### config.mk
export PLATFORM = sky130hd
export DESIGN_NAME = ctrl_unit
export DESIGN_NICKNAME = d
export VERILOG_FILES = /design/src/design/ctrl_pkg.sv /design/src/design/ctrl_unit.sv /design/src/design/alu_decoder.sv /design/src/design/funct_decoder.sv /design/src/design/main_decoder.sv
export VERILOG_INCLUDE_DIRS = /design/src /design/src/include
export SDC_FILE = /design/constraint.sdc
export NUM_CORES = 1
export LEC_CHECK = 0
export BUFFER_PORTS_ARGS = -buffer_cell sky130_fd_sc_hd__buf_2
export CAP_MARGIN = 15
export CORE_MARGIN = 4
export CORE_UTILIZATION = 29
export DETAILED_ROUTE_END_ITERATION = 8
export GPL_ROUTABILITY_DRIVEN = 0
export PLACE_DENSITY_LB_ADDON = 0.15
export SLEW_MARGIN = 10
export SYNTH_ARGS = -nofsm -noshare
export SYNTH_HDL_FRONTEND = slang
export SYNTH_SLANG_ARGS = --single-unit
### constraint.sdc
create_clock -name vclk -period 3.2
set_input_delay 0.32 -clock vclk [all_inputs]
set_output_delay 0.32 -clock vclk [all_outputs]
set_load 0.1 [all_outputs]
### src/include/ctrl_params.svh
`ifndef CTRL_PARAMS_SVH
`define CTRL_PARAMS_SVH

// instruction field widths
`define CTRL_OPCODE_W 6 // instr[31:26]
`define CTRL_FUNCT_W 6 // instr[5:0], r-type only

// internal decode widths
`define CTRL_ALU_OP_W 2 // alu class, main -> alu decoder
`define CTRL_IMM_OP_W 3 // immediate alu operation

// datapath control
`define CTRL_ALU_CTRL_W 4 // alu function select

`endif
### src/design/ctrl_pkg.sv
`include "ctrl_params.svh"

package ctrl_pkg;

        typedef enum logic [`CTRL_OPCODE_W-1:0] {
                OP_RTYPE  = 6'b000000,
                OP_REGIMM = 6'b000001, // bltz / bgez
                OP_J      = 6'b000010,
                OP_JAL    = 6'b000011,
                OP_BEQ    = 6'b000100,
                OP_BNE    = 6'b000101,
                OP_BLEZ   = 6'b000110,
                OP_BGTZ   = 6'b000111,
                OP_ADDI   = 6'b001000,
                OP_ADDIU  = 6'b001001,
                OP_SLTI   = 6'b001010,
                OP_SLTIU  = 6'b001011,
                OP_ANDI   = 6'b001100,
                OP_ORI    = 6'b001101,
                OP_XORI   = 6'b001110,
                OP_LUI    = 6'b001111,
                OP_LB     = 6'b100000,
                OP_LH     = 6'b100001,
                OP_LW     = 6'b100011,
                OP_LBU    = 6'b100100,
                OP_LHU    = 6'b100101,
                OP_SB     = 6'b101000,
                OP_SH     = 6'b101001,
                OP_SW     = 6'b101011
        } opcode_e;

        typedef enum logic [`CTRL_FUNCT_W-1:0] {
                FN_SLL     = 6'b000000,
                FN_SRL     = 6'b000010,
                FN_SRA     = 6'b000011,
                FN_SLLV    = 6'b000100,
                FN_SRLV    = 6'b000110,
                FN_SRAV    = 6'b000111,
                FN_JR      = 6'b001000,
                FN_JALR    = 6'b001001,
                FN_SYSCALL = 6'b001100,
                FN_BREAK   = 6'b001101,
                FN_MFHI    = 6'b010000,
                FN_MTHI    = 6'b010001,
                FN_MFLO    = 6'b010010,
                FN_MTLO    = 6'b010011,
                FN_MULT    = 6'b011000,
                FN_MULTU   = 6'b011001,
                FN_DIV     = 6'b011010,
                FN_DIVU    = 6'b011011,
                FN_ADD     = 6'b100000,
                FN_ADDU    = 6'b100001,
                FN_SUB     = 6'b100010,
                FN_SUBU    = 6'b100011,
                FN_AND     = 6'b100100,
                FN_OR      = 6'b100101,
                FN_XOR     = 6'b100110,
                FN_NOR     = 6'b100111,
                FN_SLT     = 6'b101010,
                FN_SLTU    = 6'b101011
        } funct_e;

        typedef enum logic [`CTRL_ALU_OP_W-1:0] {
                ALU_OP_ADD   = 2'b00, // address calc, add-type immediates
                ALU_OP_SUB   = 2'b01, // branch compare
                ALU_OP_RTYPE = 2'b10  // look at funct
        } alu_op_e;

        typedef enum logic [`CTRL_IMM_OP_W-1:0] {
                IMM_NONE = 3'b000,
                IMM_AND  = 3'b001,
                IMM_OR   = 3'b010,
                IMM_XOR  = 3'b011,
                IMM_SLT  = 3'b100,
                IMM_SLTU = 3'b101
        } imm_op_e;

        typedef enum logic [`CTRL_ALU_CTRL_W-1:0] {
                ALU_AND  = 4'b0000,
                ALU_OR   = 4'b0001,
                ALU_ADD  = 4'b0010,
                ALU_XOR  = 4'b0100,
                ALU_NOR  = 4'b0101,
                ALU_SUB  = 4'b0110,
                ALU_SLT  = 4'b0111,
                ALU_SLTU = 4'b1000,
                ALU_SLL  = 4'b1001,
                ALU_SRL  = 4'b1010,
                ALU_SRA  = 4'b1011,
                ALU_SLLV = 4'b1100,
                ALU_SRLV = 4'b1101,
                ALU_SRAV = 4'b1110
        } alu_ctrl_e;

endpackage

### src/design/ctrl_unit.sv
`include "ctrl_params.svh"

module ctrl_unit import ctrl_pkg::*; (
        input  logic [`CTRL_OPCODE_W-1:0]   opcode,
        input  logic [`CTRL_FUNCT_W-1:0]    funct,
        output logic                        reg_write,
        output logic                        reg_dst,
        output logic                        alu_src,
        output logic                        branch,
        output logic                        mem_write,
        output logic                        mem_to_reg,
        output logic                        jump,
        output logic                        jump_rt,
        output logic                        lb,
        output logic                        lbu,
        output logic                        lh,
        output logic                        lhu,
        output logic                        sb,
        output logic                        sh,
        output logic                        mfhi,
        output logic                        mflo,
        output logic                        mthi,
        output logic                        mtlo,
        output logic                        mult,
        output logic                        multu,
        output logic                        div,
        output logic                        divu,
        output logic                        syscall,
        output logic                        brk,
        output logic                        undefined_instr,
        output logic [`CTRL_ALU_CTRL_W-1:0] alu_control,
        output logic                        overflow_check
);

        opcode_e opcode_t;
        funct_e  funct_t;
        alu_op_e alu_op;
        imm_op_e imm_op;
        logic    r_type;
        logic    main_reg_write;
        logic    reg_write_block;

        assign opcode_t = opcode_e'(opcode);
        assign funct_t  = funct_e'(funct);

        main_decoder u_main_dec (
                .opcode          (opcode_t),
                .r_type          (r_type),
                .reg_write       (main_reg_write),
                .reg_dst         (reg_dst),
                .alu_src         (alu_src),
                .branch          (branch),
                .mem_write       (mem_write),
                .mem_to_reg      (mem_to_reg),
                .jump            (jump),
                .lb              (lb),
                .lbu             (lbu),
                .lh              (lh),
                .lhu             (lhu),
                .sb              (sb),
                .sh              (sh),
                .undefined_instr (undefined_instr),
                .alu_op          (alu_op),
                .imm_op          (imm_op)
        );

        funct_decoder u_funct_dec (
                .funct           (funct_t),
                .r_type          (r_type),
                .jump_rt         (jump_rt),
                .reg_write_block (reg_write_block),
                .mfhi            (mfhi),
                .mflo            (mflo),
                .mthi            (mthi),
                .mtlo            (mtlo),
                .mult            (mult),
                .multu           (multu),
                .div             (div),
                .divu            (divu),
                .syscall         (syscall),
                .brk             (brk)
        );

        alu_decoder u_alu_dec (
                .alu_op         (alu_op),
                .imm_op         (imm_op),
                .funct          (funct_t),
                .alu_control    (alu_control),
                .overflow_check (overflow_check)
        );

        assign reg_write = main_reg_write & ~reg_write_block; // jr writes nothing

endmodule

### src/design/alu_decoder.sv
module alu_decoder import ctrl_pkg::*; (
        input  alu_op_e   alu_op,
        input  imm_op_e   imm_op,
        input  funct_e    funct,
        output alu_ctrl_e alu_control,
        output logic      overflow_check
);

        always_comb begin
                alu_control    = ALU_ADD;
                overflow_check = 1'b0;

                if (imm_op != IMM_NONE) begin
                        case (imm_op)
                                IMM_AND:  alu_control = ALU_AND;
                                IMM_OR:   alu_control = ALU_OR;
                                IMM_XOR:  alu_control = ALU_XOR;
                                IMM_SLT:  alu_control = ALU_SLT;
                                IMM_SLTU: alu_control = ALU_SLTU;
                                default:  alu_control = ALU_ADD;
                        endcase
                end else begin
                        case (alu_op)
                                ALU_OP_ADD: alu_control = ALU_ADD;
                                ALU_OP_SUB: alu_control = ALU_SUB;
                                ALU_OP_RTYPE: begin
                                        case (funct)
                                                FN_ADD, FN_ADDU: alu_control = ALU_ADD;
                                                FN_SUB, FN_SUBU: alu_control = ALU_SUB;
                                                FN_AND:  alu_control = ALU_AND;
                                                FN_OR:   alu_control = ALU_OR;
                                                FN_XOR:  alu_control = ALU_XOR;
                                                FN_NOR:  alu_control = ALU_NOR;
                                                FN_SLT:  alu_control = ALU_SLT;
                                                FN_SLTU: alu_control = ALU_SLTU;
                                                FN_SLL:  alu_control = ALU_SLL;
                                                FN_SRL:  alu_control = ALU_SRL;
                                                FN_SRA:  alu_control = ALU_SRA;
                                                FN_SLLV: alu_control = ALU_SLLV;
                                                FN_SRLV: alu_control = ALU_SRLV;
                                                FN_SRAV: alu_control = ALU_SRAV;
                                                default: alu_control = ALU_ADD;
                                        endcase
                                        // signed add/sub trap, the u-forms wrap
                                        overflow_check = (funct == FN_ADD) ||
                                                         (funct == FN_SUB);
                                end
                                default: alu_control = ALU_ADD; // unused class
                        endcase
                end
        end

endmodule

### src/design/funct_decoder.sv
module funct_decoder import ctrl_pkg::*; (
        input  funct_e funct,
        input  logic   r_type,
        output logic   jump_rt,
        output logic   reg_write_block,
        output logic   mfhi,
        output logic   mflo,
        output logic   mthi,
        output logic   mtlo,
        output logic   mult,
        output logic   multu,
        output logic   div,
        output logic   divu,
        output logic   syscall,
        output logic   brk
);

        always_comb begin
                jump_rt         = 1'b0;
                reg_write_block = 1'b0;
                mfhi            = 1'b0;
                mflo            = 1'b0;
                mthi            = 1'b0;
                mtlo            = 1'b0;
                mult            = 1'b0;
                multu           = 1'b0;
                div             = 1'b0;
                divu            = 1'b0;
                syscall         = 1'b0;
                brk             = 1'b0;

                if (r_type) begin
                        case (funct)
                                FN_JR: begin
                                        jump_rt         = 1'b1;
                                        reg_write_block = 1'b1; // only reads rs
                                end
                                FN_JALR:    jump_rt = 1'b1; // links into rd
                                FN_MFHI:    mfhi    = 1'b1;
                                FN_MFLO:    mflo    = 1'b1;
                                FN_MTHI:    mthi    = 1'b1;
                                FN_MTLO:    mtlo    = 1'b1;
                                // mul/div results land in both hi and lo
                                FN_MULT, FN_MULTU, FN_DIV, FN_DIVU: begin
                                        mthi  = 1'b1;
                                        mtlo  = 1'b1;
                                        mult  = (funct == FN_MULT);
                                        multu = (funct == FN_MULTU);
                                        div   = (funct == FN_DIV);
                                        divu  = (funct == FN_DIVU);
                                end
                                FN_SYSCALL: syscall = 1'b1;
                                FN_BREAK:   brk     = 1'b1;
                                default: ; // plain alu ops
                        endcase
                end
        end

endmodule

### src/design/main_decoder.sv
module main_decoder import ctrl_pkg::*; (
        input  opcode_e opcode,
        output logic    r_type,
        output logic    reg_write,
        output logic    reg_dst, // 1 = rd, 0 = rt
        output logic    alu_src, // 1 = immediate
        output logic    branch,
        output logic    mem_write,
        output logic    mem_to_reg,
        output logic    jump,
        output logic    lb,
        output logic    lbu,
        output logic    lh,
        output logic    lhu,
        output logic    sb,
        output logic    sh,
        output logic    undefined_instr,
        output alu_op_e alu_op,
        output imm_op_e imm_op
);

        always_comb begin
                r_type          = 1'b0;
                reg_write       = 1'b0;
                reg_dst         = 1'b0;
                alu_src         = 1'b0;
                branch          = 1'b0;
                mem_write       = 1'b0;
                mem_to_reg      = 1'b0;
                jump            = 1'b0;
                lb              = 1'b0;
                lbu             = 1'b0;
                lh              = 1'b0;
                lhu             = 1'b0;
                sb              = 1'b0;
                sh              = 1'b0;
                undefined_instr = 1'b0;
                alu_op          = ALU_OP_ADD;
                imm_op          = IMM_NONE;

                case (opcode)
                        OP_RTYPE: begin
                                r_type    = 1'b1;
                                reg_write = 1'b1; // jr masks this at the top
                                reg_dst   = 1'b1;
                                alu_op    = ALU_OP_RTYPE;
                        end

                        OP_LW, OP_LB, OP_LBU, OP_LH, OP_LHU: begin
                                reg_write  = 1'b1;
                                alu_src    = 1'b1;
                                mem_to_reg = 1'b1;
                                lb         = (opcode == OP_LB);
                                lbu        = (opcode == OP_LBU);
                                lh         = (opcode == OP_LH);
                                lhu        = (opcode == OP_LHU);
                        end

                        OP_SW, OP_SB, OP_SH: begin
                                alu_src   = 1'b1;
                                mem_write = 1'b1;
                                sb        = (opcode == OP_SB);
                                sh        = (opcode == OP_SH);
                        end

                        // lui shifts the immediate in the datapath, alu just adds
                        OP_ADDI, OP_ADDIU, OP_LUI: begin
                                reg_write = 1'b1;
                                alu_src   = 1'b1;
                        end

                        OP_ANDI: begin
                                reg_write = 1'b1;
                                alu_src   = 1'b1;
                                imm_op    = IMM_AND;
                        end

                        OP_ORI: begin
                                reg_write = 1'b1;
                                alu_src   = 1'b1;
                                imm_op    = IMM_OR;
                        end

                        OP_XORI: begin
                                reg_write = 1'b1;
                                alu_src   = 1'b1;
                                imm_op    = IMM_XOR;
                        end

                        OP_SLTI: begin
                                reg_write = 1'b1;
                                alu_src   = 1'b1;
                                imm_op    = IMM_SLT;
                        end

                        OP_SLTIU: begin
                                reg_write = 1'b1;
                                alu_src   = 1'b1;
                                imm_op    = IMM_SLTU;
                        end

                        OP_BEQ, OP_BNE, OP_REGIMM, OP_BLEZ, OP_BGTZ: begin
                                branch = 1'b1;
                                alu_op = ALU_OP_SUB; // compare by subtract
                        end

                        OP_J: begin
                                jump = 1'b1;
                        end

                        OP_JAL: begin
                                jump      = 1'b1;
                                reg_write = 1'b1; // link into ra
                        end

                        default: begin
                                undefined_instr = 1'b1;
                        end
                endcase
        end

endmodule

After elaboration in Yosys (flattened, before gate mapping) --
Memories as Yosys holds them, arrays and structs flattened. Cells that the tools add are included.
Storage, ports and cells: register bits 0, bits in read-only memories 256, input port bits 12, output and inout port bits 30, word-level logic and storage cells 106, memories 1
Memory list:
- (no name shown) | depth 64, bits a word 4, rd ports 1, clocked after Yosys merged registers in 0, write ports 0, line alu_decoder.sv:27 | case (funct)
Cells by class: eq/ne operators 44, muxes and demuxes 45, bitwise logic cells 2, reductions and logical operators 14
Operator list (count):
- $eq A6 B4 Y1 const B | 12
- $eq A6 B6 Y1 const B | 10
- $eq A6 B5 Y1 const B | 8
- $mux W1 | 40
- $eq A6 B3 Y1 const B | 4
- $reduce_or A24 Y1 | 1
- $pmux W4 S5 | 1
- $reduce_or A5 Y1 | 4
- $reduce_or A16 Y1 | 1
- $pmux W3 S5 | 1
- $reduce_or A15 Y1 | 1
- $eq A6 B2 Y1 const B | 2
- $pmux W4 S2 | 1
- $eq A3 B2 Y1 const B | 2
- $eq A3 B3 Y1 const B | 2
- $eq A6 B1 Y1 const B | 1
- $logic_not A6 Y1 | 1
- $mux W4 | 1
- $pmux W2 S2 | 1
- $reduce_or A2 Y1 | 2
- $reduce_or A4 Y1 | 1
- $eq A3 B1 Y1 const B | 1
- $reduce_bool A3 Y1 | 1
- $reduce_or A3 Y1 | 1
- 5 further kinds | 5

Longest topological paths before layout --
Gate-level depths: netlist of run 1.
word-level depth 6, depth in mapped cells 9, depth with buffers taken out 8

Cells and area by module --
A second synthesis of run 1 with hierarchy kept.
Unflattened totals: cell total of the unflattened synthesis 128, area, all modules 890.9 sq um
Modules (own cells, without submodules):
- alu_decoder | instances 1, cells each 58, area each 382.9 sq um
- main_decoder | instances 1, cells each 48, area each 324.1 sq um
- funct_decoder | instances 1, cells each 21, area each 170.2 sq um
- ctrl_unit | instances 1, cells each 1, area each 13.8 sq um

Least setup slack after synthesis of run 1 --
Ideal clock, no wire load.
path kind input port to output port, start point input opcode[0], end point output lb, arrival 3.655 ns, data required time 2.880 ns, slack -0.775 ns, cell stages on the path 3, path through buf_2 > or2_2 > nor4_1
On the way: longest elaborated chain between the ends 3
RTL lines:
- start, declared | line ctrl_unit.sv:4 | input logic [`CTRL_OPCODE_W-1:0] opcode,
- $eq A6 B6 Y1 (on tied branches) | line main_decoder.sv:41, main_decoder.sv:53
- $reduce_or A5 Y1
- $mux W1 * | line main_decoder.sv:41 | case (opcode)
- end, declared | line ctrl_unit.sv:14 | output logic lb,
Every way passes the cells marked *; elsewhere a longest branch is shown, timed or not.

Worst setup path after layout of run 1 --
start point input opcode[3], end point output alu_control[3]
On the way: longest elaborated chain between the ends 6
RTL lines:
- $eq A6 B3 Y1 or $eq A6 B1 Y1 (tied branches) | line main_decoder.sv:41
- $reduce_or A5 Y1 | line main_decoder.sv:41
- $pmux W2 S2 | line main_decoder.sv:41
- $eq A2 B2 Y1 or $eq A2 B1 Y1 (tied branches) | line alu_decoder.sv:23 | case (alu_op)
- $pmux W4 S2 | line alu_decoder.sv:23
- $mux W4 * | line alu_decoder.sv:13 | if (imm_op != IMM_NONE) begin
- end, declared | line ctrl_unit.sv:31 | output logic [`CTRL_ALU_CTRL_W-1:0] alu_control,
Marks and branches as above.

==> results.txt, run 1 <==
The pin slew with the least headroom to its limit was 0.494 ns; the antenna violation net count after detailed routing was 0. The total of buffers placed on input and output ports was 42. The detailed-routing iteration count for the pre-antenna-repair pass was 4. Once layout is done, the placed cells without fillers occupy 0.00111 sq mm. For the floorplan row count, the log shows 19. The run gives 2.53 ns as the data arrival time at the worst-slack endpoint.

Including well taps, the total number of placed cells is 189. For the instance area at placement, the log shows 0.00111 sq mm. The synthesized netlist cell count was 127; the synthesis-to-finish area growth was 31.6%. Pin placement for this block handled 42 I/O pins.

Static timing analysis puts the maximum clock frequency at 351 MHz. The run gives 0 as the number of maximum-capacitance violations. The largest fanout on the critical path is 13.

The final clock period utilization by the worst path is 89.0%. The synthesized area per cell came out at 6.64 sq um. In the final routed layout, each cell accounts on average for 14.1 microns. The share of total power in combinational logic was 100.0%. The tools report the final max-slew violation count as 0. Nature of the critical path startpoint: an input port. The sequential cell count is 0, and the half-perimeter wire length of the detailed placement result is 2110 microns. The run gives 0 as the initial antenna violation count. The mapped netlist covers 843 sq um. For this design, the CTS-stage hold fixing added 0 buffers.

Sequential fraction of design power: 0%. In the final layout, flip-flops and latches occupy 0 sq um. The share of layout cells above drive strength 1 was 36.7%; the number of nets in the synthesized netlist was 146. Post-CTS timing repair inserted 0 buffers for setup. The run gives 4350 microns as the global-route wire length before repair.

The static power due to leakage came out at 0.550 nW. Switching part of the total: 72.4%. In the final design database the tool counted 179 nets.

Wires add up to 2660 microns. The tools report the core utilization of the finished layout as 40.2%. During synthesis, Yosys emitted a total of 0 warnings. Entering global routing, the biggest net connects 18 pins.

The worst path in the final design needs a cycle of 2.85 ns, including I/O delays and setup. Setup violations remaining at the end of the flow were counted as 0. STA classifies the critical path endpoint as an output port. The synthesized netlist contains 47 unique library cells. The worst voltage drop across the vdd grid was 0.101 mV; the count of placed standard cells in the final layout, fillers left out was 189.

For this configuration, the core starts out at a cell density of 30.6%. The flow ran to the end, and the final reports show no timing, DRC or antenna violations. Setup repair after global routing left no endpoint under its margin. The worst path meets setup with 0.351 ns of slack. The per-cell via count in the routed design was 5.59; the overall die height was 61.9 microns.

The clock network accounts for 0% of the total power. The worst hold slack is 1.16 ns, and the total die area is 0.00383 sq mm. Sequential cells were found to cover 0% of the synthesized design area. Internal power comes to 0.0000399 W.

The overall fraction of global-route tracks in use was 14.1%. The area used by multi-input combinational logic came out at 797 sq um. After filler insertion, the fill cell instance count of the layout stands at 297. The tools report the total net switching power as 0.000105 W.

The count of clock buffers in the final design was 0; the violation count after the first detailed-route iteration was 57. The tightest min-delay check is of the in -> out type. The area inside the core boundary is 0.00276 sq mm, and the total global routing overflow is 0.

The number of antenna diodes in the final layout is 0. After detailed routing, the number of remaining DRC violations is 0. The quantity of gates resized following cts is 0. The final hold violation count was 0; the worst setup slack before clock tree synthesis was 0.329 ns. The worst setup path is of the in -> out kind. Power density over the cells: 130 mW/mm^2. The worst pin sits at a relative slew slack of 67.3%. The tools report the number of global-route vias before repair as 955. The floorplan step set the die width to 61.9 microns.

For this block, the via count after detailed routing is 1,056. Data on the critical path is required at its endpoint by 2.88 ns.
cells in the mapped netlist, types with 2 or more instances:
| cell | number | area share, % |
|---|---|---|
| sky130_fd_sc_hd__ha_1 | 7 | 10 |
| sky130_fd_sc_hd__nor4_1 | 2 | 1.5 |
| sky130_fd_sc_hd__and2_1 | 5 | 3.7 |
| sky130_fd_sc_hd__nor3_1 | 6 | 3.6 |
| sky130_fd_sc_hd__nor4b_1 | 2 | 2.1 |
| sky130_fd_sc_hd__nand2b_1 | 10 | 7.4 |
| sky130_fd_sc_hd__inv_1 | 6 | 2.7 |
| sky130_fd_sc_hd__nand2_1 | 4 | 1.8 |
| sky130_fd_sc_hd__nand4b_1 | 2 | 2.1 |
| sky130_fd_sc_hd__and3_1 | 4 | 3.0 |
| sky130_fd_sc_hd__nor2b_1 | 4 | 3.0 |
| sky130_fd_sc_hd__a22o_1 | 2 | 2.1 |
| sky130_fd_sc_hd__o211a_1 | 2 | 2.4 |
| sky130_fd_sc_hd__or3_1 | 3 | 2.2 |
| sky130_fd_sc_hd__o22ai_1 | 2 | 1.5 |
| sky130_fd_sc_hd__o21ai_0 | 3 | 1.8 |
| sky130_fd_sc_hd__a31oi_1 | 2 | 1.5 |
| sky130_fd_sc_hd__a21oi_1 | 5 | 3.0 |
| sky130_fd_sc_hd__clkbuf_1 | 6 | 2.7 |
| sky130_fd_sc_hd__and4_1 | 2 | 2.1 |
| sky130_fd_sc_hd__nand3b_1 | 3 | 2.7 |
| sky130_fd_sc_hd__nor2_1 | 14 | 6.2 |
| sky130_fd_sc_hd__buf_2 | 5 | 3.0 |
| sky130_fd_sc_hd__a21o_1 | 3 | 2.7 |
area by class of cell:
class              count  area share (%)
multi-input cells    109            71.8
well taps             31            3.49
repair buffers        43            22.3
inverters              6            2.37
critical path, stage by stage:
cell	delay [ns]
sky130_fd_sc_hd__buf_2	0.18
sky130_fd_sc_hd__nor4_2	0.37
sky130_fd_sc_hd__nand2_1	0.20
sky130_fd_sc_hd__ha_1	0.38
sky130_fd_sc_hd__or3b_2	0.51
sky130_fd_sc_hd__o22ai_1	0.16
sky130_fd_sc_hd__a32o_2	0.22
sky130_fd_sc_hd__buf_12	0.18
per-layer routing:
metal  vias up  share of wire [%]  track usage [%]
met5         -                  0                0
met4         0                  0            0.303
met3         0                4.6            0.620
met2        28                 50             25.6
met1       501                 45             19.5
li1        527                  -                -
power groups by stage:
stage	clock (W)	combinational [W]	sequential [W]
3_5_place_dp	0	0.000144	0
4_1_cts	0	0.000145	0
3_3_place_gp	0	0.000142	0
5_1_grt	0	0.000156	0
2_1_floorplan	0	0.000115	0
6_report	0	0.000145	0
path summary, 6_finish.rpt:
kind                      start              to  slack (ns)  cells past startpoint
worst min-delay path  opcode[1]  alu_control[2]        1.16                      4
worst max-delay path  opcode[3]  alu_control[3]        0.35                      8
placed cells by master (no fill, tap or decap), drive strengths merged, types with 4 or more instances in the layout:
| cell type | count |
|---|---|
| inv | 5 |
| a21oi | 5 |
| nor2b | 4 |
| nor2 | 14 |
| nor3 | 7 |
| nand2 | 4 |
| and3 | 4 |
| and2 | 5 |
| ha | 7 |
| buf | 43 |
| nand2b | 10 |
logic make-up (layout without fill, tap and decap cells):
group | after synthesis | in the layout | share of synthesized area (%)
buffers and inverters | 18 | 49 | 9.64
AO/OA/AOI/OAI | 30 | 30 | 26.6
multiplexers | 1 | 1 | 1.19
AND/OR/NAND/NOR | 71 | 71 | 52.2
adder cells (fa/ha/maj) | 7 | 7 | 10.4
per-stage QoR:
stage / TNS, ns / power, W
floorplan: -0.456 / 0.000115
global placement: 0 / 0.000142
detailed placement: 0 / 0.000144
CTS: 0 / 0.000145
global route: 0 / 0.000156
finish: 0 / 0.000145
Power figures use the tool's default switching activity.
==> inputs of run 2 (changes only) <==
Settings changed: CORE_UTILIZATION 29 to 53, PLACE_DENSITY set to 0.91, PLACE_DENSITY_LB_ADDON 0.15 to unset.
==> run 2 against run 1 <==
Cell area is 1.7% lower. Global-route usage increased by 6.1 points. Sequential cell count unchanged. Critical path depth increased by 1. Worst setup slack better by 0.050 ns. Count of clock-buffer cells in the layout unchanged. Cell count shrank 7.9%. Largest power group unchanged. Power fell by 0.77%. Non-clock buffer count unchanged. Die area shrank 40%. Utilization increased by 32 points. Sequential share of layout area stayed put. Critical endpoint is now alu_control[2].
==> results.txt, run 2 (same netlist as run 1, synthesis figures left out) <==
Sequential cell count: 0 (unchanged). The least setup slack across all paths after layout came out at 0.401 ns (+0.0499 ns). The total die area is 0.00229 sq mm (-40%).

The per-cell via count in the routed design was 6.11 (+9.4%). The tools report the sequential fraction of design power as 0% (unchanged). The worst voltage drop across the vdd grid is 0.0859 mV (-15%). The number of maximum-capacitance violations came out at 0 (unchanged). The run gives 0.422 ns (+0.0931 ns) as the worst setup slack before clock tree synthesis. The min-delay analysis places its worst path in the category in -> out. The final clock period utilization by the worst path was 87.5% (-1.6 points).

The flow ran to the end, and the final reports show no timing, DRC or antenna violations. STA classifies the critical path endpoint as an output port. Setup repair after global routing left no endpoint under its margin. The layout filler cell count was 129 (-57%).

Remaining design rule violation count: 0 (unchanged). The logs give 0 (unchanged) for the total setup violations reported at the end of the flow and 67.3% (about the same) for the max-slew headroom at the worst pin. The floorplan row count was 14 (-5). The shortest clock period the worst path allows after layout is 2.80 ns (-0.0499 ns), and the number of global-route vias before repair is 851 (-11%). Compared with the post-synthesis result, the final layout area differs by 29.4%. The static power due to leakage is 0.550 nW (unchanged). The run gives 19 (+1) as the largest net degree at the start of global routing.

The routed length per instance is 13.8 microns (-1.8%), and the delay of the slowest cell on the worst path is 0.51 ns (about the same). The run gives 1900 microns (-10%) as the half-perimeter wire length of the detailed placement result. The violation count after the first detailed-route iteration was 22 (-61%); the total global routing overflow was 0 (unchanged). The share of layout cells above drive strength 1 works out to 36.7% (unchanged).

The tools report the overall fraction of global-route tracks in use as 20.2% (+6.1 points). The power density over the cells is 131 mW/mm^2 (+0.94%). The worst path buffer plus inverter count works out to 2 (unchanged).

The total net switching power is 0.000104 W (-0.97%), and the cts-stage hold buffer count is 0 (unchanged). For the global-route wire length before repair, the log shows 3550 microns (-18%). The largest fanout on the critical path is 13 (unchanged), and the switching part of the total is 72.3% (-0.15 points). The quantity of gates resized following cts is 0 (unchanged), and the share of total power in combinational logic is 100.0% (about the same). The data arrival time at the worst-slack endpoint is 2.48 ns (-0.05 ns).

For the count of buffers added by post-CTS timing repair for setup, the log shows 0 (unchanged). Count of clock buffers in the final design: 0 (unchanged). The worst setup path is launched from an input port.

The pin slew with the least headroom to its limit works out to 0.494 ns (+0.000242 ns). Area occupied by registers: 0 sq um (unchanged). For the instance count after placement with tap cells included, the log shows 174 (-7.9%).

The clock group share of total power was 0% (unchanged). The required time at the worst-slack endpoint is 2.88 ns (about the same), and the total routed wirelength is 2400 microns (-9.6%). The width of the die works out to 47.9 microns (-23%). For the internal power component, the log shows 0.0000398 W (-0.23%).

The count of placed standard cells in the final layout, fillers left out is 174 (-7.9%). Detailed-routing iteration count for the pre-antenna-repair pass: 4 (unchanged). The antenna violation net count after detailed routing is 0 (unchanged), and the final hold violation count is 0 (unchanged).

The initial standard-cell utilization of the core was 56.0% (+25 points). The number of ports placed on the die boundary was 42 (unchanged). Top achievable clock speed: 357 MHz (+1.8%). The final max-slew violation count came out at 0 (unchanged). The library cells used most frequently in the layout, excluding fill and tap cells, are 40 x sky130_fd_sc_hd__buf_2, 14 x sky130_fd_sc_hd__nor2_1, 10 x sky130_fd_sc_hd__nand2b_1. The overall die height was 47.9 microns (-23%). The most common cell after layout, fill and taps aside was sky130_fd_sc_hd__buf_2. Walking the worst path, the cells encountered are buf_2 -> nor4_2 -> nand2_1 -> ha_1 -> or3b_2 -> a31oi_1 -> o22ai_1 -> nand2_2 -> buf_12.

The initial antenna violation count came out at 0 (unchanged). Among all stages on the critical path, the largest delay is contributed by sky130_fd_sc_hd__or3b_2. The number of vias after detailed routing came out at 1,064 (+0.76%). Broken down by cell family, the worst path's largest delay share belongs to simple AND/OR/NAND/NOR gates. The logs give 0.00151 sq mm (-45%) for the area inside the core boundary and 179 (unchanged) for the final-stage net count. The worst setup path category was in -> out. The total of buffers placed on input and output ports works out to 42 (unchanged). The run gives 0 (unchanged) as the count of inserted antenna diode cells.
run 2: cell counts in the layout (fill, tap and decap cells not counted):
Identical to the previous run, type by type.
run 2: cell type report:
class,instances,area [sq um],share of cell area (%)
Inverter,6,26.3,2.41
Multi-Input combinational cell,109,797,73.1
Tap cell,16,20.0,1.83
Timing Repair Buffer,43,248,22.7
run 2: tightest hold or removal path, cell delays in order:
cell                       delay [ns]
sky130_fd_sc_hd__buf_2           0.18
sky130_fd_sc_hd__a311oi_2        0.05
sky130_fd_sc_hd__buf_2           0.28
run 2: final timing paths:
path / startpoint / to / slack [ns] / depth (start not counted)
worst min-delay path: opcode[4] / reg_write / 1.16 / 3
worst max-delay path: opcode[3] / alu_control[2] / 0.40 / 9
run 2: power by group through the flow:
stage               Clock, W  Combinational, W  Sequential (W)
floorplan                  0          0.000115               0
global placement           0          0.000138               0
detailed placement         0          0.000142               0
CTS                        0          0.000142               0
global route               0          0.000153               0
finish                     0          0.000143               0
run 2: layer usage:
layer / global-route usage (%) / part of all wire (%) / vias to the layer above
met4: 1.61 / 0.58 / 0
met3: 0 / 7.5 / 2
met2: 40.1 / 53 / 48
met5: 0 / 0 / -
li1: - / - / 531
met1: 24.8 / 39 / 483
run 2: metrics by stage:
step	setup TNS (ns)	area (sq um)	total power (W)	utilization, %	hold slack (ns)
finish	0	1090	0.000143	72.4	1.16
CTS	0	1090	0.000142	72.4	1.16
floorplan	-0.456	882	0.000115	-	0.946
global placement	0	1090	0.000138	72.4	1.15
detailed placement	0	1090	0.000142	72.4	1.16
global route	0	1090	0.000153	72.4	1.18
